$ cat config.mk
export PLATFORM = sky130hd
export DESIGN_NAME = trace_unit
export DESIGN_NICKNAME = d
export VERILOG_FILES = /design/src/hdl/trace_pkg.sv /design/src/hdl/trace_collector.sv /design/src/hdl/trace_fifo.sv /design/src/hdl/trace_apb_port.sv /design/src/hdl/trace_unit.sv
export SDC_FILE = /design/constraint.sdc
export NUM_CORES = 1
export LEC_CHECK = 0
export BUFFER_PORTS_ARGS = -buffer_cell sky130_fd_sc_hd__clkbuf_2
export CORE_MARGIN = 1
export CORE_UTILIZATION = 62
export DETAILED_ROUTE_END_ITERATION = 7
export PLACE_DENSITY = 0.85
export SYNTH_ARGS = -nofsm -noshare
export SYNTH_HDL_FRONTEND = slang
export SYNTH_HIERARCHICAL = 1
export SYNTH_SLANG_ARGS = --single-unit
$ cat constraint.sdc
create_clock -name tcb -period 33.2 [get_ports tcb]
set_input_delay 6.64 -clock tcb [delete_from_list [all_inputs] [get_ports tcb]]
set_output_delay 6.64 -clock tcb [all_outputs]
set_load 0.005 [all_outputs]
$ cat src/hdl/trace_pkg.sv
package trace_pkg;

    ////////////////////////////////////////
    // sizes
    ////////////////////////////////////////

    localparam int XLEN        = 32;  // data and address width
    localparam int TRACE_DEPTH = 8;   // record FIFO entries
    localparam int TRACE_CNT_W = 4;   // holds 0..TRACE_DEPTH
    localparam int TRACE_PTR_W = 3;   // FIFO pointer width

    // execution phase codes, as driven by the core
    localparam logic [2:0] PHA_IF  = 3'b000;  // instruction fetch
    localparam logic [2:0] PHA_RS1 = 3'b101;  // rs1 read
    localparam logic [2:0] PHA_RS2 = 3'b110;  // rs2 read
    localparam logic [2:0] PHA_MLD = 3'b001;  // memory load
    localparam logic [2:0] PHA_MST = 3'b010;  // memory store
    localparam logic [2:0] PHA_EXE = 3'b011;  // branch condition
    localparam logic [2:0] PHA_WB  = 3'b100;  // register write-back

    ////////////////////////////////////////
    // bus structs
    ////////////////////////////////////////

    typedef struct packed {
        logic            vld;
        logic [2:0]      pha;   // execution phase
        logic            wen;
        logic [1:0]      siz;   // log2 of byte count
        logic [XLEN-1:0] adr;
        logic [XLEN-1:0] wdt;
    } tcb_req_t;

    typedef struct packed {
        logic [XLEN-1:0] rdt;   // valid one cycle after the transfer
        logic            rdy;
    } tcb_rsp_t;

    typedef struct packed {
        logic            psel;
        logic            penable;
        logic            pwrite;
        logic [7:0]      paddr;
        logic [XLEN-1:0] pwdata;
    } apb_req_t;

    typedef struct packed {
        logic [XLEN-1:0] prdata;
        logic            pready;
        logic            pslverr;
    } apb_rsp_t;

    // one retired instruction
    typedef struct packed {
        logic [XLEN-1:0] pc;
        logic [XLEN-1:0] ins;
        logic            wb_vld;  // register written
        logic [4:0]      wb_idx;
        logic [XLEN-1:0] wb_dat;
        logic            ls_vld;  // memory accessed
        logic            ls_wen;  // store when set
        logic [1:0]      ls_siz;
        logic [XLEN-1:0] ls_adr;
        logic [XLEN-1:0] ls_dat;  // data moved either way
    } trace_rec_t;

    ////////////////////////////////////////
    // register map
    ////////////////////////////////////////

    localparam logic [7:0] REG_STATUS = 8'h00;
    localparam logic [7:0] REG_CTRL   = 8'h04;
    localparam logic [7:0] REG_POP    = 8'h08;
    localparam logic [7:0] REG_PC     = 8'h10;
    localparam logic [7:0] REG_INS    = 8'h14;
    localparam logic [7:0] REG_FLAGS  = 8'h18;
    localparam logic [7:0] REG_WB_DAT = 8'h1C;
    localparam logic [7:0] REG_LS_ADR = 8'h20;
    localparam logic [7:0] REG_LS_DAT = 8'h24;

    localparam int CTRL_ENA     = 0;  // trace enable
    localparam int CTRL_OVF_CLR = 1;  // write 1 to clear overflow

endpackage

$ cat src/hdl/trace_collector.sv
`timescale 1ns/1ns

module trace_collector import trace_pkg::*; (
    input  logic       tcb,    // clock
    input  logic       rst_n,
    input  tcb_req_t   req,    // core request, monitored only
    input  tcb_rsp_t   rsp,
    input  logic       ena,    // tracing enabled
    output logic       push,   // record complete
    output trace_rec_t rec
);

    ////////////////////////////////////////
    // transfer capture
    ////////////////////////////////////////

    logic            trn;     // handshake this cycle
    logic            trn_q;   // handshake last cycle
    logic [2:0]      pha_q;
    logic [1:0]      siz_q;
    logic [XLEN-1:0] adr_q;
    logic [XLEN-1:0] wdt_q;

    assign trn = req.vld & rsp.rdy;  // stalled requests are not transfers

    always_ff @(posedge tcb) begin
        if (!rst_n) begin
            trn_q <= 1'b0;
        end else begin
            trn_q <= trn;
        end
    end

    // request fields, only loaded on a real transfer
    always_ff @(posedge tcb) begin
        if (trn) begin
            pha_q <= req.pha;
            siz_q <= req.siz;
            adr_q <= req.adr;
            wdt_q <= req.wdt;
        end
    end

    ////////////////////////////////////////
    // open record
    ////////////////////////////////////////

    logic            rec_open;  // an instruction has been fetched
    logic            wb_vld;
    logic            ls_vld;
    logic [XLEN-1:0] pc_q;
    logic [XLEN-1:0] ins_q;
    logic [4:0]      wb_idx_q;
    logic [XLEN-1:0] wb_dat_q;
    logic            ls_wen_q;
    logic [1:0]      ls_siz_q;
    logic [XLEN-1:0] ls_adr_q;
    logic [XLEN-1:0] ls_dat_q;

    // valids and the open flag
    always_ff @(posedge tcb) begin
        if (!rst_n) begin
            rec_open <= 1'b0;
            wb_vld   <= 1'b0;
            ls_vld   <= 1'b0;
        end else if (trn_q) begin
            case (pha_q)
                PHA_IF: begin
                    rec_open <= 1'b1;  // new instruction starts
                    wb_vld   <= 1'b0;
                    ls_vld   <= 1'b0;
                end
                PHA_WB: begin
                    wb_vld <= 1'b1;
                end
                PHA_MLD, PHA_MST: begin
                    ls_vld <= 1'b1;
                end
                default: begin
                end
            endcase
        end
    end

    // record payload, rdt is sampled here, the cycle after the transfer
    always_ff @(posedge tcb) begin
        if (trn_q) begin
            case (pha_q)
                PHA_IF: begin
                    pc_q  <= adr_q;
                    ins_q <= rsp.rdt;     // fetched word
                end
                PHA_WB: begin
                    wb_idx_q <= adr_q[6:2];  // register file is bus mapped
                    wb_dat_q <= wdt_q;
                end
                PHA_MLD: begin
                    ls_wen_q <= 1'b0;
                    ls_siz_q <= siz_q;
                    ls_adr_q <= adr_q;
                    ls_dat_q <= rsp.rdt;  // loaded data
                end
                PHA_MST: begin
                    ls_wen_q <= 1'b1;
                    ls_siz_q <= siz_q;
                    ls_adr_q <= adr_q;
                    ls_dat_q <= wdt_q;    // stored data
                end
                PHA_RS1, PHA_RS2, PHA_EXE: begin
                    // operand reads and branch eval are not logged
                end
                default: begin
                end
            endcase
        end
    end

    ////////////////////////////////////////
    // output
    ////////////////////////////////////////

    // the next fetch retires the previous instruction
    assign push = trn_q & (pha_q == PHA_IF) & rec_open & ena;

    always_comb begin
        rec.pc     = pc_q;
        rec.ins    = ins_q;
        rec.wb_vld = wb_vld;
        rec.wb_idx = wb_idx_q;
        rec.wb_dat = wb_dat_q;
        rec.ls_vld = ls_vld;
        rec.ls_wen = ls_wen_q;
        rec.ls_siz = ls_siz_q;
        rec.ls_adr = ls_adr_q;
        rec.ls_dat = ls_dat_q;
    end

    ////////////////////////////////////////
    // checks
    ////////////////////////////////////////

    // fetch transfers seen on the bus since reset, stops at two
    logic [1:0] if_seen;

    always_ff @(posedge tcb) begin
        if (!rst_n) begin
            if_seen <= '0;
        end else if (trn && req.pha == PHA_IF && if_seen != 2'd2) begin
            if_seen <= if_seen + 1'b1;
        end
    end

    // a push retires an instruction that an earlier fetch opened
    a_push_open: assert property (
        @(posedge tcb) disable iff (!rst_n)
        push |-> if_seen == 2'd2
    ) else $error("push without an open record");

    // core holds the phase through a stall
    a_pha_hold: assert property (
        @(posedge tcb) disable iff (!rst_n)
        req.vld && !rsp.rdy |=> req.vld && $stable(req.pha)
    ) else $error("phase changed during stall");

endmodule

$ cat src/hdl/trace_fifo.sv
`timescale 1ns/1ns

module trace_fifo import trace_pkg::*; (
    input  logic                   tcb,
    input  logic                   rst_n,
    input  logic                   push,
    input  trace_rec_t             rec,
    input  logic                   pop,
    input  logic                   ovf_clr,
    output trace_rec_t             head,      // oldest record
    output logic [TRACE_CNT_W-1:0] count,
    output logic                   overflow   // sticky
);

    trace_rec_t             mem [TRACE_DEPTH];
    logic [TRACE_PTR_W-1:0] wr_ptr;
    logic [TRACE_PTR_W-1:0] rd_ptr;
    logic                   full;
    logic                   do_push;
    logic                   do_pop;

    assign full    = (count == TRACE_CNT_W'(TRACE_DEPTH));
    assign do_pop  = pop & (count != '0);   // pop on empty is ignored
    assign do_push = push & (!full | do_pop);  // full with pop still takes it

    ////////////////////////////////////////
    // pointers and count
    ////////////////////////////////////////

    always_ff @(posedge tcb) begin
        if (!rst_n) begin
            wr_ptr <= '0;
            rd_ptr <= '0;
            count  <= '0;
        end else begin
            if (do_push) begin
                wr_ptr <= wr_ptr + 1'b1;  // wraps at depth
            end
            if (do_pop) begin
                rd_ptr <= rd_ptr + 1'b1;
            end
            case ({do_push, do_pop})
                2'b10:   count <= count + 1'b1;
                2'b01:   count <= count - 1'b1;
                default: count <= count;
            endcase
        end
    end

    // dropped push sets the flag, set beats clear
    always_ff @(posedge tcb) begin
        if (!rst_n) begin
            overflow <= 1'b0;
        end else if (push && !do_push) begin
            overflow <= 1'b1;
        end else if (ovf_clr) begin
            overflow <= 1'b0;
        end
    end

    // storage
    always_ff @(posedge tcb) begin
        if (do_push) begin
            mem[wr_ptr] <= rec;
        end
    end

    assign head = mem[rd_ptr];

    ////////////////////////////////////////
    // checks
    ////////////////////////////////////////

    a_cnt_max: assert property (
        @(posedge tcb) disable iff (!rst_n)
        count <= TRACE_CNT_W'(TRACE_DEPTH)
    ) else $error("count above depth");

endmodule

$ cat src/hdl/trace_apb_port.sv
`timescale 1ns/1ns

module trace_apb_port import trace_pkg::*; (
    input  logic                   tcb,
    input  logic                   rst_n,
    input  apb_req_t               apb_req,
    output apb_rsp_t               apb_rsp,
    input  trace_rec_t             head,      // FIFO head record
    input  logic [TRACE_CNT_W-1:0] count,
    input  logic                   overflow,
    output logic                   pop,       // single cycle pulse
    output logic                   ovf_clr,   // single cycle pulse
    output logic                   ena        // to collector
);

    ////////////////////////////////////////
    // access decode
    ////////////////////////////////////////

    logic access;   // APB access phase
    logic wr;
    logic rd;
    logic empty;
    logic mapped;   // offset hits a register

    assign access = apb_req.psel & apb_req.penable;
    assign wr     = access & apb_req.pwrite;
    assign rd     = access & !apb_req.pwrite;
    assign empty  = (count == '0);

    always_comb begin
        case (apb_req.paddr)
            REG_STATUS, REG_CTRL, REG_POP,
            REG_PC, REG_INS, REG_FLAGS,
            REG_WB_DAT, REG_LS_ADR, REG_LS_DAT: mapped = 1'b1;
            default:                            mapped = 1'b0;
        endcase
    end

    ////////////////////////////////////////
    // control
    ////////////////////////////////////////

    always_ff @(posedge tcb) begin
        if (!rst_n) begin
            ena <= 1'b0;
        end else if (wr && apb_req.paddr == REG_CTRL) begin
            ena <= apb_req.pwdata[CTRL_ENA];
        end
    end

    // no wait states, so the access phase lasts one cycle
    assign pop     = wr & (apb_req.paddr == REG_POP);  // any data
    assign ovf_clr = wr & (apb_req.paddr == REG_CTRL) & apb_req.pwdata[CTRL_OVF_CLR];

    ////////////////////////////////////////
    // read mux
    ////////////////////////////////////////

    always_comb begin
        apb_rsp.prdata = '0;
        if (rd) begin
            case (apb_req.paddr)
                REG_STATUS: begin
                    apb_rsp.prdata = {{(XLEN-8){1'b0}}, count, 2'b00, overflow, empty};
                end
                REG_CTRL: begin
                    apb_rsp.prdata[CTRL_ENA] = ena;  // clear bit reads 0
                end
                REG_PC: begin
                    apb_rsp.prdata = head.pc;
                end
                REG_INS: begin
                    apb_rsp.prdata = head.ins;
                end
                REG_FLAGS: begin
                    apb_rsp.prdata = {{(XLEN-12){1'b0}},
                                      head.ls_siz, head.ls_wen, head.ls_vld,
                                      2'b00, head.wb_idx, head.wb_vld};
                end
                REG_WB_DAT: begin
                    apb_rsp.prdata = head.wb_dat;
                end
                REG_LS_ADR: begin
                    apb_rsp.prdata = head.ls_adr;
                end
                REG_LS_DAT: begin
                    apb_rsp.prdata = head.ls_dat;
                end
                default: begin
                    apb_rsp.prdata = '0;  // POP and holes read zero
                end
            endcase
        end
    end

    assign apb_rsp.pready  = 1'b1;
    assign apb_rsp.pslverr = access & !mapped;  // unmapped offset

    ////////////////////////////////////////
    // checks
    ////////////////////////////////////////

    // access phase must follow a setup phase
    a_apb_setup: assert property (
        @(posedge tcb) disable iff (!rst_n)
        apb_req.psel && apb_req.penable |-> $past(apb_req.psel && !apb_req.penable)
    ) else $error("access without setup");

endmodule

$ cat src/hdl/trace_unit.sv
`timescale 1ns/1ns

module trace_unit import trace_pkg::*; (
    input  logic     tcb,
    input  logic     rst_n,
    input  tcb_req_t tcb_req,   // core port, monitored
    input  tcb_rsp_t tcb_rsp,   // from memory model
    input  apb_req_t apb_req,   // host register port
    output apb_rsp_t apb_rsp
);

    logic                   push;
    trace_rec_t             rec;      // collector to FIFO
    trace_rec_t             head;     // FIFO to APB
    logic [TRACE_CNT_W-1:0] count;
    logic                   overflow;
    logic                   pop;
    logic                   ovf_clr;
    logic                   ena;

    ////////////////////////////////////////
    // producer, buffer, consumer
    ////////////////////////////////////////

    trace_collector u_collector (
        .tcb (tcb), .rst_n (rst_n),
        .req (tcb_req), .rsp (tcb_rsp),
        .ena (ena), .push (push), .rec (rec)
    );

    trace_fifo u_fifo (
        .tcb (tcb), .rst_n (rst_n),
        .push (push), .rec (rec), .pop (pop), .ovf_clr (ovf_clr),
        .head (head), .count (count), .overflow (overflow)
    );

    trace_apb_port u_apb (
        .tcb (tcb), .rst_n (rst_n),
        .apb_req (apb_req), .apb_rsp (apb_rsp),
        .head (head), .count (count), .overflow (overflow),
        .pop (pop), .ovf_clr (ovf_clr), .ena (ena)
    );

endmodule

==> flow_summary_export.csv <==
group,metric,value,unit
power_and_ir_drop,power_switching,0.813,mW
floorplanning,std_cell_rows,115,
global_route,antenna_found_initial,7,
setup_path,worstPathMaxFanout,26,
synthesis,syn-num-nets,2758,
clock_tree,cts.path.max_buffers,3,
timing,tns,0,ns
drt,finalWirelength,155000,um
setup_path,crit_chain,"clkbuf_2 -> nor2b_2 -> buf_4 -> and4_2 -> buf_4 -> a2bb2oi_1 -> a21oi_1 -> clkbuf_2",
synthesis,seq_area_frac_synth,0.785,
floorplanning,dieArea,0.101,mm2
synthesis,synth_edf_count,1597,
global_route,use_met2,0.499,
clock_tree,clk_latency,0.78,ns
global_route,gr-total-overflow,0,
clock_tree,cts_resized,0,
floorplanning,die_h,317,um
hold_path,worstHoldEndpoint,"u_collector/wb_dat_q[26]",
synthesis,synth_area_leaders,"edfxtp_1, mux4_2, mux2_2",
cells_and_area,drive_above_1_share,0.338,
cells_and_area,fin_util,0.695,
clock_tree,post_cts_buffers,0,
synthesis,yosysTopAreaCell,"edfxtp_1",
cells_and_area,nFillCells,5189,
timing,fin_crit,16.77,ns
synthesis,synth-seq-cells,1616,
global_route,grt_pass1_wl,219000,um
power_and_ir_drop,swShare,0.203,
clock_tree,clk_root_buffer_cell,"clkbuf_16",
global_route,grt-busiest-layer,"met2",
global_route,grt_max_degree,155,
setup_path,regToRegSetupSlack,28.09,ns
timing,worst_pin_slew,1.24,ns
drt,routedWlPerCell,36.8,um
drt,drt_pass1_iterations,7,
power_and_ir_drop,report.power.total,4.01,mW
placed_design,place.port_buffers,150,
timing,holdWs,0.451,ns
setup_path,critPathKind,"input pin to output pin",
floorplanning,core-area,0.0984,mm2
timing,final.period_utilization,0.505,
global_route,use_met1,0.405,
hold_path,hold_class,"flip-flop to flip-flop",
power_and_ir_drop,sequentialPowerShare,0.559,
power_and_ir_drop,power_frac_clock,0.432,
cells_and_area,layout.cells.non_filler,4226,
power_and_ir_drop,powerDensity,58.7,mW/mm2
synthesis,synthArstFlopShare,0,
synthesis,syn_inst,2604,
synthesis,synth_top_area_frac,0.778,
synthesis,syn_area,0.0616,mm2
clock_tree,hold_buffers,0,
placed_design,dpl-instance-area,0.0635,mm2
setup_path,worstPathRequired,26.56,ns
clock_tree,cts_tree,"built",
setup_path,slowest_delay,0.76,ns
drt,viasPerCell,7.20,
drt,antenna_left,0,
timing,drv_slew,0,
timing,hold_viol,0,
setup_path,reg2reg_depth,9,
synthesis,yosysUniqueCellTypes,70,
setup_path,r2r_start,"u_collector/pha_q[2]",
clock_tree,htreeDepth,4,
synthesis,ys_warn_count,6,
timing,fin_ws,16.43,ns
synthesis,synth.avg_cell_area,23.7,um2
timing,setup_violations,0,
timing,fmax,59.6,MHz
hold_path,hp-start,"u_collector/wdt_q[26]",
global_route,grtUsageMet3,0.0625,
floorplanning,start_util,0.626,
status,status,"finished, final reports clean",
timing,maxSlewHeadroom,0.175,
timing,grt_setup_unrepaired,"false",
global_route,grtUsageTotal,0.310,
clock_tree,path_clk_slew,0.06,ns
setup_path,cp-end-kind,"output pin",
power_and_ir_drop,ir_drop,0.0615,mV
power_and_ir_drop,leakagePower,20.9,nW
drt,route.detailed.drc,0,
drt,vias,30400,
setup_path,critical_path.startpoint,"apb_req[36]",
floorplanning,die_w,317,um
cells_and_area,syn_to_final_growth,11.0,%
floorplanning,top_level_ports,183,
placed_design,gp_congestion,0.819,
global_route,grt_pass1_vias,31000,
clock_tree,cts_buffers,151,
power_and_ir_drop,internal_power,3.20,mW
placed_design,dp.cells,3951,
setup_path,critPathLaunchType,"input pin",
flow_run,max_cap_violations,0,
synthesis,yosys_most_used_dff,"edfxtp_1",
cells_and_area,fin_nets,2971,
power_and_ir_drop,comb_power_share,0.009,
timing,finalClockSkew,0.0300,ns
drt,drt_iter0_markers,4775,
placed_design,place_worst_setup_slack,16.90,ns
hold_path,hold_path_depth,0,
cells_and_area,design_area,0.0684,mm2
clock_tree,clock-sinks,1616,
setup_path,reg2reg_to,"u_fifo/mem[4][62]",
setup_path,crit_slowest_cell,"and4_2",
placed_design,hpwl,68300,um
setup_path,worstPathArrival,10.13,ns
-- worst max-delay path: cells and delay by family --
family | cells | cell delay (ns)
buf+inv | 4 | 1.64
simple gates | 2 | 1.00
compound gates | 2 | 0.78
-- flip-flops by register name, summed over array words and instances, names as in the netlist, 5 cells and up, named ones only --
| name | count |
|---|---|
| u_fifo/mem | 1360 |
| u_collector/adr_q | 32 |
| u_collector/ins_q | 32 |
| u_collector/ls_adr_q | 32 |
| u_collector/ls_dat_q | 32 |
| u_collector/pc_q | 32 |
| u_collector/wb_dat_q | 32 |
| u_collector/wdt_q | 32 |
| u_collector/wb_idx_q | 5 |
-- power groups by stage --
stage	sequential (mW)	combinational, mW	clock (mW)
CTS	2.24	0.0367	1.74
detailed placement	2.28	0.0350	0
finish	2.24	0.0380	1.73
global route	2.24	0.0383	1.81
global placement	2.28	0.0341	0
floorplan	2.28	0.0149	0
-- cells in the final DEF (no fill, tap or decap), drive strengths merged, types with 6 or more instances in the layout --
master | netlist | routed
a22o | 7 | 7
o22a | 10 | 10
a22oi | 40 | 40
nor2 | 31 | 31
dfxtp | 19 | 19
buf | 100 | 45
nor2b | 8 | 8
edfxtp | 1597 | 1597
nand2 | 32 | 32
mux2 | 205 | 205
clkinv | 0 | 57
mux4 | 340 | 340
mux2i | 26 | 26
diode | 0 | 6
a31oi | 8 | 8
inv | 11 | 21
nor4 | 6 | 6
clkbuf | 35 | 332
bufinv | 0 | 13
clkinvlp | 0 | 7
o22ai | 10 | 10
a21oi | 22 | 22
nor3 | 8 | 8
-- cells in the mapped netlist, types with 3 or more instances --
| cell | count |
|---|---|
| o211ai_1 | 3 |
| mux4_2 | 340 |
| mux2i_1 | 26 |
| buf_2 | 50 |
| a31oi_1 | 8 |
| a32o_1 | 3 |
| nand2_1 | 32 |
| mux2_4 | 40 |
| nand3_1 | 3 |
| a221oi_1 | 3 |
| edfxtp_1 | 1597 |
| buf_12 | 12 |
| a22o_1 | 7 |
| buf_8 | 3 |
| a211o_1 | 4 |
| nor3_1 | 8 |
| mux2_2 | 164 |
| nand2b_1 | 5 |
| a21oi_1 | 12 |
| ha_1 | 4 |
| and3_1 | 4 |
| a21oi_2 | 10 |
| buf_1 | 5 |
| and2_1 | 4 |
| o22a_1 | 10 |
| nor4_1 | 4 |
| nor2_1 | 30 |
| o21a_1 | 4 |
| or3_1 | 4 |
| xnor2_1 | 5 |
| nor2b_1 | 8 |
| clkbuf_1 | 35 |
| inv_1 | 11 |
| o22ai_1 | 10 |
| buf_4 | 6 |
| o21ai_0 | 3 |
| xor2_1 | 3 |
| dfxtp_1 | 19 |
| buf_6 | 24 |
| a22oi_1 | 40 |
-- kinds of logic after synthesis --
family	count (synthesis)	synth area share
multiplexers	571	0.168
XOR/XNOR	8	0.00114
other	1	0.0000609
AO/OA/AOI/OAI	134	0.0169
buffers and inverters	146	0.0169
flip-flops	1616	0.785
AND/OR/NAND/NOR	123	0.0109
adder cells (fa/ha/maj)	5	0.00114
-- per-layer routing --
metal | up-vias | part of all wire
met4 | 6 | 0.057
met2 | 2763 | 0.50
li1 | 11500 | -
met3 | 555 | 0.11
met5 | - | 0.00027
met1 | 15600 | 0.33
-- worst max path at each step --
stage | end | slack, ns | cells after the start
after floorplan | u_fifo/mem[0][0] | 7.60 | 6
after global placement | apb_rsp[8] | 16.92 | 8
after detailed placement | apb_rsp[8] | 16.90 | 8
after CTS | apb_rsp[8] | 16.76 | 8
after global routing | apb_rsp[8] | 16.59 | 8
final | apb_rsp[8] | 16.43 | 8
-- final cells by class --
cell class	instances	area (um2)	area share
multi-input combinational	842	12300	0.180
antenna	6	15.0	0.000220
tap	1287	1610	0.0235
clock buffer	182	3940	0.0576
timing repair buffer	195	1200	0.0176
clock inverter	87	902	0.0132
inverter	11	41.3	0.000604
sequential	1616	48300	0.707
No activity file was read; power rests on OpenSTA's default activity.
